File: config.mk
export PLATFORM = sky130hd
export DESIGN_NAME = cache_bank
export DESIGN_NICKNAME = d
export VERILOG_FILES = /design/src/design/cache_pkg.sv /design/src/design/req_queue.sv /design/src/design/tag_store.sv /design/src/design/data_store.sv /design/src/design/bank_ctrl.sv /design/src/design/cache_bank.sv
export VERILOG_INCLUDE_DIRS = /design/src /design/src/design
export SDC_FILE = /design/constraint.sdc
export NUM_CORES = 2
export LEC_CHECK = 0
export BUFFER_PORTS_ARGS = -buffer_cell sky130_fd_sc_hd__buf_2
export CAP_MARGIN = 20
export CORE_AREA = 4 4 471 473
export CTS_CLUSTER_SIZE = 40
export DETAILED_ROUTE_END_ITERATION = 6
export DIE_AREA = 0 0 475 477
export PLACE_DENSITY = 0.75
export SYNTH_ARGS = -nofsm -noshare
export SYNTH_HDL_FRONTEND = slang
export SYNTH_SLANG_ARGS = --single-unit
export TNS_END_PERCENT = 5
File: constraint.sdc
create_clock -name clk -period 6.9 [get_ports clk]
set_input_delay 1.38 -clock clk [delete_from_list [all_inputs] [get_ports clk]]
set_output_delay 1.38 -clock clk [all_outputs]
set_load 0.1 [all_outputs]
File: src/design/cache_defines.svh
`ifndef CACHE_DEFINES_SVH
`define CACHE_DEFINES_SVH

// word and line geometry
`define WORD_BYTES 4
`define LINE_WORDS 4

// lines held by the bank
`define NUM_LINES 16

// line address, low bits index the bank
`define LINE_ADDR_BITS 10

// tag carried from request to response
`define CORE_TAG_BITS 4

// queue depths
`define CREQ_DEPTH 4
`define DREQ_DEPTH 4

`endif

File: src/design/cache_pkg.sv
`default_nettype none

`include "cache_defines.svh"

package cache_pkg;

    typedef logic [`WORD_BYTES*8-1:0] word_t;
    typedef logic [`LINE_WORDS*`WORD_BYTES*8-1:0] line_t;

    typedef logic [`WORD_BYTES-1:0] word_byteen_t;
    typedef logic [`LINE_WORDS*`WORD_BYTES-1:0] line_byteen_t;

    typedef logic [$clog2(`LINE_WORDS)-1:0] word_sel_t;

    // line address splits into tag (high) and index (low)
    typedef logic [`LINE_ADDR_BITS-1:0] line_addr_t;
    typedef logic [$clog2(`NUM_LINES)-1:0] line_index_t;
    typedef logic [`LINE_ADDR_BITS-$clog2(`NUM_LINES)-1:0] line_tag_t;

    typedef logic [`CORE_TAG_BITS-1:0] core_tag_t;

    typedef enum logic [1:0] {
        IDLE,
        RESPOND,
        FILL_REQ,
        FILL_WAIT
    } bank_state_e;

endpackage

`default_nettype wire

File: src/design/req_queue.sv
`timescale 1ns/1ps
`default_nettype none

module req_queue #(
    parameter int DATA_WIDTH = 8,
    parameter int DEPTH      = 4
) (
    input  logic                  clk,
    input  logic                  rst,
    input  logic                  push,
    input  logic [DATA_WIDTH-1:0] data_in,
    input  logic                  pop,
    output logic [DATA_WIDTH-1:0] data_out,
    output logic                  full,
    output logic                  empty
);

    localparam int PTR_BITS   = (DEPTH > 1) ? $clog2(DEPTH) : 1;
    localparam int COUNT_BITS = $clog2(DEPTH + 1);

    localparam logic [PTR_BITS-1:0]   LAST_PTR   = PTR_BITS'(DEPTH - 1);
    localparam logic [COUNT_BITS-1:0] FULL_COUNT = COUNT_BITS'(DEPTH);

    logic [DATA_WIDTH-1:0] mem [DEPTH];
    logic [PTR_BITS-1:0]   rd_ptr;
    logic [PTR_BITS-1:0]   wr_ptr;
    logic [COUNT_BITS-1:0] count;
    logic                  do_push;
    logic                  do_pop;

    // overflow and underflow attempts are dropped
    assign do_push = push && !full;
    assign do_pop  = pop && !empty;

    assign full     = (count == FULL_COUNT);
    assign empty    = (count == '0);
    assign data_out = mem[rd_ptr];

    always_ff @(posedge clk) begin
        if (rst) begin
            rd_ptr <= '0;
            wr_ptr <= '0;
            count  <= '0;
        end else begin
            if (do_push) begin
                wr_ptr <= (wr_ptr == LAST_PTR) ? '0 : wr_ptr + 1'b1;
            end
            if (do_pop) begin
                rd_ptr <= (rd_ptr == LAST_PTR) ? '0 : rd_ptr + 1'b1;
            end
            case ({do_push, do_pop})
                2'b10:   count <= count + 1'b1;
                2'b01:   count <= count - 1'b1;
                default: count <= count;
            endcase
        end
    end

    always_ff @(posedge clk) begin
        if (do_push) begin
            mem[wr_ptr] <= data_in;
        end
    end

endmodule

`default_nettype wire

File: src/design/tag_store.sv
`timescale 1ns/1ps
`default_nettype none

`include "cache_defines.svh"

module tag_store (
    input  logic                  clk,
    input  logic                  rst,
    // lookup and fill share the index
    input  cache_pkg::line_index_t index,
    input  cache_pkg::line_tag_t   tag,
    output logic                  hit,
    input  logic                  fill,
    // invalidate one line
    input  logic                  flush,
    input  cache_pkg::line_index_t flush_index
);

    import cache_pkg::*;

    logic [`NUM_LINES-1:0] valid;
    line_tag_t             tags [`NUM_LINES];

    assign hit = valid[index] && (tags[index] == tag);

    always_ff @(posedge clk) begin
        if (rst) begin
            valid <= '0;
        end else begin
            if (fill) begin
                valid[index] <= 1'b1;
            end
            // fill and flush never share a cycle
            if (flush) begin
                valid[flush_index] <= 1'b0;
            end
        end
    end

    always_ff @(posedge clk) begin
        if (fill) begin
            tags[index] <= tag;
        end
    end

endmodule

`default_nettype wire

File: src/design/data_store.sv
`timescale 1ns/1ps
`default_nettype none

`include "cache_defines.svh"

module data_store (
    input  logic                   clk,
    input  cache_pkg::line_index_t  index,
    input  cache_pkg::word_sel_t    wsel,
    output cache_pkg::word_t        rdata,
    // whole line from dram
    input  logic                   fill,
    input  cache_pkg::line_t        fill_data,
    // byte masked word from core
    input  logic                   write,
    input  cache_pkg::word_byteen_t byteen,
    input  cache_pkg::word_t        wdata
);

    import cache_pkg::*;

    localparam int WORD_BITS = $bits(word_t);

    line_t lines [`NUM_LINES];

    assign rdata = lines[index][wsel*WORD_BITS +: WORD_BITS];

    always_ff @(posedge clk) begin
        if (fill) begin
            lines[index] <= fill_data;
        end else if (write) begin
            for (int b = 0; b < `WORD_BYTES; b++) begin
                if (byteen[b]) begin
                    lines[index][wsel*WORD_BITS + b*8 +: 8] <= wdata[b*8 +: 8];
                end
            end
        end
    end

endmodule

`default_nettype wire

File: src/design/bank_ctrl.sv
`timescale 1ns/1ps
`default_nettype none

module bank_ctrl (
    input  logic                   clk,
    input  logic                   rst,
    // core request queue head
    input  logic                   creq_empty,
    input  logic                   creq_rw,
    input  cache_pkg::line_addr_t   creq_addr,
    input  cache_pkg::word_sel_t    creq_wsel,
    input  cache_pkg::word_byteen_t creq_byteen,
    input  cache_pkg::word_t        creq_data,
    input  cache_pkg::core_tag_t    creq_tag,
    output logic                   creq_pop,
    // tag store
    input  logic                   hit,
    output logic                   tag_fill,
    output logic                   tag_flush,
    output cache_pkg::line_index_t  index,
    output cache_pkg::line_tag_t    tag,
    // data store
    input  cache_pkg::word_t        rdata,
    output logic                   data_write,
    output logic                   data_fill,
    output cache_pkg::word_sel_t    wsel,
    // dram request queue
    input  logic                   dreq_full,
    output logic                   dreq_push,
    output logic                   dreq_rw,
    output cache_pkg::line_addr_t   dreq_addr,
    output cache_pkg::line_byteen_t dreq_byteen,
    output cache_pkg::line_t        dreq_data,
    // dram response
    input  logic                   dram_rsp_valid,
    output logic                   dram_rsp_ready,
    // core response
    output logic                   core_rsp_valid,
    output cache_pkg::word_t        core_rsp_data,
    output cache_pkg::core_tag_t    core_rsp_tag,
    input  logic                   core_rsp_ready,
    // flush
    input  logic                   flush_valid,
    output logic                   flush_ready
);

    import cache_pkg::*;

    localparam int INDEX_BITS = $bits(line_index_t);
    localparam int ADDR_BITS  = $bits(line_addr_t);
    localparam int WORD_BITS  = $bits(word_t);
    localparam int BYTE_EN    = $bits(word_byteen_t);

    bank_state_e state;
    logic        idle;
    logic        write_pop;
    logic        read_pop;
    logic        fill_send;
    logic        fill_fire;
    // fill just landed, response word not captured yet
    logic        rsp_load;
    line_addr_t  req_addr;
    word_sel_t   req_wsel;
    line_addr_t  lookup_addr;
    word_t       rsp_data;
    core_tag_t   rsp_tag;

    assign idle = (state == IDLE);

    // flush wins over the core queue
    assign tag_flush   = idle && flush_valid;
    assign flush_ready = idle;

    // writes wait for room in the dram queue
    assign creq_pop  = idle && !flush_valid && !creq_empty && (!creq_rw || !dreq_full);
    assign write_pop = creq_pop && creq_rw;
    assign read_pop  = creq_pop && !creq_rw;

    assign fill_send = (state == FILL_REQ) && !dreq_full;
    assign fill_fire = (state == FILL_WAIT) && dram_rsp_valid;

    assign lookup_addr = idle ? creq_addr : req_addr;
    assign index       = lookup_addr[INDEX_BITS-1:0];
    assign tag         = lookup_addr[ADDR_BITS-1:INDEX_BITS];
    assign wsel        = idle ? creq_wsel : req_wsel;

    assign data_write = write_pop && hit;
    assign data_fill  = fill_fire;
    assign tag_fill   = fill_fire;

    assign dram_rsp_ready = (state == FILL_WAIT);

    // write-through from idle, line fill from FILL_REQ
    assign dreq_push = write_pop || fill_send;
    assign dreq_rw   = idle;
    assign dreq_addr = lookup_addr;

    always_comb begin
        dreq_byteen = '1;
        dreq_data   = '0;
        if (idle) begin
            dreq_byteen = '0;
            dreq_byteen[creq_wsel*BYTE_EN +: BYTE_EN] = creq_byteen;
            dreq_data[creq_wsel*WORD_BITS +: WORD_BITS] = creq_data;
        end
    end

    assign core_rsp_valid = (state == RESPOND) && !rsp_load;
    assign core_rsp_data  = rsp_data;
    assign core_rsp_tag   = rsp_tag;

    always_ff @(posedge clk) begin
        if (rst) begin
            state    <= IDLE;
            rsp_load <= 1'b0;
        end else begin
            case (state)
                IDLE: begin
                    if (read_pop) begin
                        state <= hit ? RESPOND : FILL_REQ;
                    end
                end
                FILL_REQ: begin
                    if (!dreq_full) begin
                        state <= FILL_WAIT;
                    end
                end
                FILL_WAIT: begin
                    if (dram_rsp_valid) begin
                        state    <= RESPOND;
                        rsp_load <= 1'b1;
                    end
                end
                RESPOND: begin
                    if (rsp_load) begin
                        rsp_load <= 1'b0;
                    end else if (core_rsp_ready) begin
                        state <= IDLE;
                    end
                end
                default: state <= IDLE;
            endcase
        end
    end

    // hit word taken at pop, fill word one cycle after the fill
    always_ff @(posedge clk) begin
        if (read_pop) begin
            req_addr <= creq_addr;
            req_wsel <= creq_wsel;
            rsp_tag  <= creq_tag;
            rsp_data <= rdata;
        end else if ((state == RESPOND) && rsp_load) begin
            rsp_data <= rdata;
        end
    end

endmodule

`default_nettype wire

File: src/design/cache_bank.sv
`timescale 1ns/1ps
`default_nettype none

`include "cache_defines.svh"

module cache_bank (
    input  logic                   clk,
    input  logic                   rst,
    // core request
    input  logic                   core_req_valid,
    input  logic                   core_req_rw,
    input  cache_pkg::line_addr_t   core_req_addr,
    input  cache_pkg::word_sel_t    core_req_wsel,
    input  cache_pkg::word_byteen_t core_req_byteen,
    input  cache_pkg::word_t        core_req_data,
    input  cache_pkg::core_tag_t    core_req_tag,
    output logic                   core_req_ready,
    // core response
    output logic                   core_rsp_valid,
    output cache_pkg::word_t        core_rsp_data,
    output cache_pkg::core_tag_t    core_rsp_tag,
    input  logic                   core_rsp_ready,
    // dram request
    output logic                   dram_req_valid,
    output logic                   dram_req_rw,
    output cache_pkg::line_addr_t   dram_req_addr,
    output cache_pkg::line_byteen_t dram_req_byteen,
    output cache_pkg::line_t        dram_req_data,
    input  logic                   dram_req_ready,
    // dram response, in order
    input  logic                   dram_rsp_valid,
    input  cache_pkg::line_t        dram_rsp_data,
    output logic                   dram_rsp_ready,
    // flush
    input  logic                   flush_valid,
    input  cache_pkg::line_index_t  flush_index,
    output logic                   flush_ready
);

    import cache_pkg::*;

    localparam int CREQ_WIDTH = 1 + $bits(line_addr_t) + $bits(word_sel_t)
                              + $bits(word_byteen_t) + $bits(word_t) + $bits(core_tag_t);
    localparam int DREQ_WIDTH = 1 + $bits(line_addr_t) + $bits(line_byteen_t) + $bits(line_t);

    logic                  creq_push;
    logic                  creq_pop;
    logic                  creq_full;
    logic                  creq_empty;
    logic [CREQ_WIDTH-1:0] creq_head;
    logic                  creq_rw;
    line_addr_t            creq_addr;
    word_sel_t             creq_wsel;
    word_byteen_t          creq_byteen;
    word_t                 creq_data;
    core_tag_t             creq_tag;

    logic                  dreq_push;
    logic                  dreq_pop;
    logic                  dreq_full;
    logic                  dreq_empty;
    logic [DREQ_WIDTH-1:0] dreq_head;
    logic                  dreq_rw;
    line_addr_t            dreq_addr;
    line_byteen_t          dreq_byteen;
    line_t                 dreq_data;

    line_index_t           index;
    line_tag_t             tag;
    logic                  hit;
    logic                  tag_fill;
    logic                  tag_flush;
    logic                  data_write;
    logic                  data_fill;
    word_sel_t             wsel;
    word_t                 rdata;

    assign core_req_ready = !creq_full;
    assign creq_push      = core_req_valid && core_req_ready;
    assign {creq_rw, creq_addr, creq_wsel, creq_byteen, creq_data, creq_tag} = creq_head;

    req_queue #(
        .DATA_WIDTH (CREQ_WIDTH),
        .DEPTH      (`CREQ_DEPTH)
    ) core_req_queue (
        .clk      (clk),
        .rst      (rst),
        .push     (creq_push),
        .data_in  ({core_req_rw, core_req_addr, core_req_wsel, core_req_byteen,
                    core_req_data, core_req_tag}),
        .pop      (creq_pop),
        .data_out (creq_head),
        .full     (creq_full),
        .empty    (creq_empty)
    );

    tag_store tag_store (
        .clk         (clk),
        .rst         (rst),
        .index       (index),
        .tag         (tag),
        .hit         (hit),
        .fill        (tag_fill),
        .flush       (tag_flush),
        .flush_index (flush_index)
    );

    // write data comes straight from the queue head
    data_store data_store (
        .clk       (clk),
        .index     (index),
        .wsel      (wsel),
        .rdata     (rdata),
        .fill      (data_fill),
        .fill_data (dram_rsp_data),
        .write     (data_write),
        .byteen    (creq_byteen),
        .wdata     (creq_data)
    );

    bank_ctrl bank_ctrl (
        .clk            (clk),
        .rst            (rst),
        .creq_empty     (creq_empty),
        .creq_rw        (creq_rw),
        .creq_addr      (creq_addr),
        .creq_wsel      (creq_wsel),
        .creq_byteen    (creq_byteen),
        .creq_data      (creq_data),
        .creq_tag       (creq_tag),
        .creq_pop       (creq_pop),
        .hit            (hit),
        .tag_fill       (tag_fill),
        .tag_flush      (tag_flush),
        .index          (index),
        .tag            (tag),
        .rdata          (rdata),
        .data_write     (data_write),
        .data_fill      (data_fill),
        .wsel           (wsel),
        .dreq_full      (dreq_full),
        .dreq_push      (dreq_push),
        .dreq_rw        (dreq_rw),
        .dreq_addr      (dreq_addr),
        .dreq_byteen    (dreq_byteen),
        .dreq_data      (dreq_data),
        .dram_rsp_valid (dram_rsp_valid),
        .dram_rsp_ready (dram_rsp_ready),
        .core_rsp_valid (core_rsp_valid),
        .core_rsp_data  (core_rsp_data),
        .core_rsp_tag   (core_rsp_tag),
        .core_rsp_ready (core_rsp_ready),
        .flush_valid    (flush_valid),
        .flush_ready    (flush_ready)
    );

    req_queue #(
        .DATA_WIDTH (DREQ_WIDTH),
        .DEPTH      (`DREQ_DEPTH)
    ) dram_req_queue (
        .clk      (clk),
        .rst      (rst),
        .push     (dreq_push),
        .data_in  ({dreq_rw, dreq_addr, dreq_byteen, dreq_data}),
        .pop      (dreq_pop),
        .data_out (dreq_head),
        .full     (dreq_full),
        .empty    (dreq_empty)
    );

    // queue head drives the dram port
    assign dram_req_valid = !dreq_empty;
    assign dreq_pop       = dram_req_valid && dram_req_ready;
    assign {dram_req_rw, dram_req_addr, dram_req_byteen, dram_req_data} = dreq_head;

endmodule

`default_nettype wire

==> metrics.txt <==
# TYPE chip_impl_metric gauge
chip_impl_metric{name="cts.htree.levels",unit=""} 5
chip_impl_metric{name="floorplan.io_pins",unit=""} 388
chip_impl_metric{name="max_slew_margin",unit="%"} 15.77
chip_impl_metric{name="post_cts_resize_count",unit=""} 0
chip_impl_metric{name="syn_nets",unit=""} 7501
chip_impl_info{name="synth_top_cells_by_area",value="edfxtp_1 75%, mux4_2 8.0%, nand2_1 3.7%"} 1
chip_impl_metric{name="synth.lib_cells_used.distinct",unit=""} 66
chip_impl_metric{name="min_period_over_period",unit="%"} 89.47
chip_impl_metric{name="initial_core_util",unit="%"} 55.86
chip_impl_info{name="worst_hold_path_type",value="reg -> reg"} 1
chip_impl_metric{name="regToRegSetupSlack",unit="ns"} 0.73
chip_impl_info{name="run_status",value="finished, violations left"} 1
chip_impl_metric{name="antenna_found_initial",unit=""} 52
chip_impl_metric{name="power_density",unit="nW/um^2"} 476.4
chip_impl_metric{name="worst_hold_slack_after_final_layout",unit="ns"} 0.5040
chip_impl_metric{name="site_row_count",unit=""} 171
chip_impl_metric{name="synthToLayoutAreaGrowth",unit="%"} 13.01
chip_impl_metric{name="grt_pass1_wl",unit="mm"} 495.9
chip_impl_metric{name="worst-endpoint-required",unit="ns"} 7.43
chip_impl_metric{name="grt_start_max_net_pins",unit=""} 161
chip_impl_metric{name="synth_edf_count",unit=""} 3024
chip_impl_metric{name="gp_congestion",unit=""} 0.9244
chip_impl_metric{name="cts_hold_buffers",unit=""} 0
chip_impl_metric{name="synth.avg_cell_area",unit="um^2"} 16.64
chip_impl_metric{name="fin_hold_viols",unit=""} 0
chip_impl_metric{name="power_report.internal_total",unit="mW"} 38.25
chip_impl_info{name="unrepaired_setup_endpoints_after_global_routing",value="no"} 1
chip_impl_info{name="reg2reg_from",value="bank_ctrl.state[0]"} 1
chip_impl_metric{name="final_count_of_negative_setup_slack_endpoints",unit=""} 0
chip_impl_metric{name="ys_ff_latch",unit=""} 3061
chip_impl_info{name="clock-root-buffer",value="clkbuf_16"} 1
chip_impl_metric{name="drt-vias-per-instance",unit=""} 6.596
chip_impl_metric{name="setup_tns",unit="ns"} 0
chip_impl_metric{name="max-vdd-ir-drop",unit="V"} 0.0006421
chip_impl_metric{name="post_route_cells_drive_above_1_share",unit="%"} 21.66
chip_impl_metric{name="asyncSetResetFlopFracSynth",unit="%"} 0
chip_impl_metric{name="cts.path.max_buffers",unit=""} 4
chip_impl_metric{name="fin_nets",unit=""} 7951
chip_impl_metric{name="min_delay_path_depth",unit=""} 2
chip_impl_metric{name="power_switching",unit="mW"} 26.99
chip_impl_metric{name="routed_wirelength",unit="mm"} 347.4
chip_impl_metric{name="maxCapViolCount",unit=""} 0
chip_impl_metric{name="netlist_area_pre_place",unit="um^2"} 121200
chip_impl_metric{name="number_of_detailed_route_iterations_in_the_first_pass",unit=""} 7
chip_impl_metric{name="drc",unit=""} 6
chip_impl_metric{name="critical_path.max_fanout",unit=""} 26
chip_impl_metric{name="cts_buffers",unit=""} 308
chip_impl_metric{name="period_minus_slack",unit="ns"} 6.173
chip_impl_info{name="setup.worst_path.end_class",value="flip-flop"} 1
chip_impl_metric{name="fp.coreArea",unit="um^2"} 217000
chip_impl_metric{name="static-leakage-power",unit="nW"} 45.13
chip_impl_metric{name="seq_power_share",unit="%"} 33.7
chip_impl_info{name="timing.critical_path.from_type",value="flip-flop"} 1
chip_impl_info{name="synth_ff_type",value="edfxtp_1"} 1
chip_impl_metric{name="place.detailed.hpwl",unit="mm"} 216.2
chip_impl_metric{name="synth_sequential_area_ratio",unit="%"} 75.54
chip_impl_metric{name="finClkSkew",unit="ns"} 0.05916
chip_impl_metric{name="post_drt_wl_per_cell",unit="um"} 32.07
chip_impl_metric{name="global_route.usage.total",unit="%"} 30.49
chip_impl_metric{name="detail-route-antenna-nets",unit=""} 0
chip_impl_metric{name="report.final.slew_viol_count",unit=""} 0
chip_impl_info{name="tritoncts_clock_tree",value="yes"} 1
chip_impl_info{name="rr_endpoint",value="data_store.lines[10][55]"} 1
chip_impl_info{name="hp-start",value="dram_req_queue.rd_ptr[1]"} 1
chip_impl_info{name="post-synth-top-area-cell",value="edfxtp_1"} 1
chip_impl_metric{name="fmaxAchievable",unit="MHz"} 162.0
chip_impl_metric{name="ys.warnings.count",unit=""} 0
chip_impl_metric{name="power.switching_fraction",unit="%"} 41.37
chip_impl_metric{name="worst_setup_hold_path_clk_slew",unit="ns"} 0.06
chip_impl_metric{name="chipWidth",unit="um"} 475
chip_impl_metric{name="die_height",unit="um"} 477
chip_impl_metric{name="cts.sinks",unit=""} 3061
chip_impl_metric{name="synth_top_cell_area_share",unit="%"} 74.93
chip_impl_metric{name="reg2regPathDepth",unit=""} 13
chip_impl_metric{name="worst_skew_pair.late_latency",unit="ns"} 0.95
chip_impl_metric{name="power.share.clock",unit="%"} 25.1
chip_impl_metric{name="dr.first_iter.drc_count",unit=""} 11090
chip_impl_metric{name="postSynthCellCount",unit=""} 7285
chip_impl_metric{name="post_cts_buffers",unit=""} 0
chip_impl_info{name="failing_checks",value="design-rule violations"} 1
chip_impl_metric{name="place.port_buffers",unit=""} 387
chip_impl_metric{name="number_of_global_route_vias_before_repair",unit=""} 69800
chip_impl_metric{name="worstMarginPinSlew",unit="ns"} 1.259
chip_impl_metric{name="die_area",unit="um^2"} 226600
chip_impl_metric{name="comb_power_share",unit="%"} 41.2
chip_impl_info{name="worst-setup-path-type",value="reg -> reg"} 1
chip_impl_metric{name="globalRoute.totalOverflow",unit=""} 0
chip_impl_metric{name="via_count",unit=""} 71440
chip_impl_metric{name="worstPathArrival",unit="ns"} 6.70
## cell families (layout without fill, tap and decap cells)
logic type | Yosys count | in the layout | share of synthesized area, %
xor gates and xnor gates | 8 | 8 | 0.05781
other | 0 | 23 | 0
muxes | 665 | 665 | 10.11
DFF | 3061 | 3061 | 75.54
buffers and inverters | 510 | 1178 | 1.614
adders and majority gates | 24 | 24 | 0.2602
and+or+nand+nor | 2278 | 2278 | 8.073
AOI/OAI and AO/OA | 739 | 739 | 4.343
## state kept, by name, indices dropped and copies added, names as in the netlist, named ones only
signal,count
dram_req_queue.wr_ptr,2
dram_req_queue.rd_ptr,2
data_store.lines,2048
dram_req_queue.count,3
bank_ctrl.req_wsel,2
core_req_queue.mem,212
dram_req_queue.mem,620
bank_ctrl.state,2
core_req_queue.wr_ptr,2
core_req_queue.rd_ptr,2
tag_store.valid,16
bank_ctrl.core_rsp_tag,4
bank_ctrl.rsp_load,1
tag_store.tags,96
bank_ctrl.core_rsp_data,32
core_req_queue.count,3
bank_ctrl.req_addr,10
## synthesized netlist by cell type, types with 37 or more instances
| cell | count |
|---|---|
| mux4_2 | 431 |
| mux2i_1 | 69 |
| o211ai_1 | 65 |
| a221oi_1 | 71 |
| and3_1 | 137 |
| nand2_1 | 1179 |
| clkbuf_1 | 355 |
| a311oi_1 | 133 |
| dfxtp_1 | 37 |
| buf_1 | 98 |
| edfxtp_1 | 3024 |
| a22oi_1 | 68 |
| nor2_1 | 567 |
| mux2_2 | 151 |
| o21ai_0 | 124 |
| a31oi_1 | 144 |
| nand3_1 | 305 |
## stage by stage
step / setup slack (ns) / cell area (um^2) / utilization [%] / instances / power [mW]
floorplan: 0.4082 / 121200 / - / 7285 / 39.34
global placement: 1.132 / 127100 / 58.60 / 10270 / 48.03
detailed placement: 0.9076 / 127200 / 58.62 / 10280 / 48.50
CTS: 0.7855 / 136900 / 63.08 / 10800 / 64.72
global route: 0.4354 / 136900 / 63.11 / 10820 / 67.03
finish: 0.7269 / 137000 / 63.13 / 10830 / 65.24
## power by group through the flow
stage / clock (mW) / combinational [mW] / sequential (mW)
2_1_floorplan: 0 / 16.6 / 22.7
3_3_place_gp: 0 / 25.7 / 22.3
6_report: 16.4 / 26.9 / 22.0
4_1_cts: 16.4 / 26.3 / 22.0
5_1_grt: 17.3 / 27.7 / 22.0
3_5_place_dp: 0 / 26.1 / 22.4
## per-layer routing
| layer | wire length (um) | track usage, % | share of wire [%] | up-vias |
|---|---|---|---|---|
| li1 | - | - | - | 29350 |
| met1 | 118800 | 39.91 | 34 | 35890 |
| met2 | 158300 | 45.45 | 46 | 5169 |
| met3 | 45290 | 9.106 | 13 | 998 |
| met4 | 24780 | 18.27 | 7.1 | 32 |
| met5 | 227 | 0 | 0.065 | - |
## cell type report
class / count / area, um^2
fill: 14470 / 80000
sequential: 3061 / 91560
clock inverter: 164 / 1602
inverter: 36 / 151.4
multi-input combinational: 3714 / 28030
antenna: 23 / 57.56
clock buffer: 364 / 8085
tap: 2854 / 3571
timing repair buffer: 614 / 3890
## worst max path at each step
stage                                  start                  endpoint  depth (start not counted)
after floorplan                  flush_valid  dram_req_queue.mem[3][0]                          6
after global placement    bank_ctrl.state[0]  data_store.lines[10][49]                         13
after detailed placement  bank_ctrl.state[0]  data_store.lines[10][51]                         13
after CTS                 bank_ctrl.state[0]  data_store.lines[10][55]                         13
after global routing      bank_ctrl.state[0]  data_store.lines[10][54]                         13
final                     bank_ctrl.state[0]  data_store.lines[10][55]                         13
## worst max-delay path, stage by stage, from the launching register on
cell       delay (ns)
dfxtp_1          0.61
or2_1            0.61
inv_2            0.36
buf_4            0.33
nand3b_1         0.18
o21a_1           0.23
a31oi_1          0.07
a2111oi_0        0.68
xnor2_1          0.18
and3_1           0.21
nor4b_4          0.26
buf_4            0.55
a41oi_2          0.60
nor2_1           0.84
## layout by cell type (no fill, tap or decap), types with 62 or more instances in the layout
cell / instances
clkinv_1: 62
o21ai_0: 122
a221oi_1: 70
mux2i_1: 66
a22oi_1: 68
and3_1: 133
nand3_1: 305
buf_2: 387
nor2_1: 566
clkbuf_16: 314
a31oi_1: 144
mux2_2: 151
a311oi_1: 133
edfxtp_1: 3024
buf_4: 206
mux4_2: 431
nand2_1: 1161
o211ai_1: 65
Note: power is estimated with default switching activity, not from simulation.
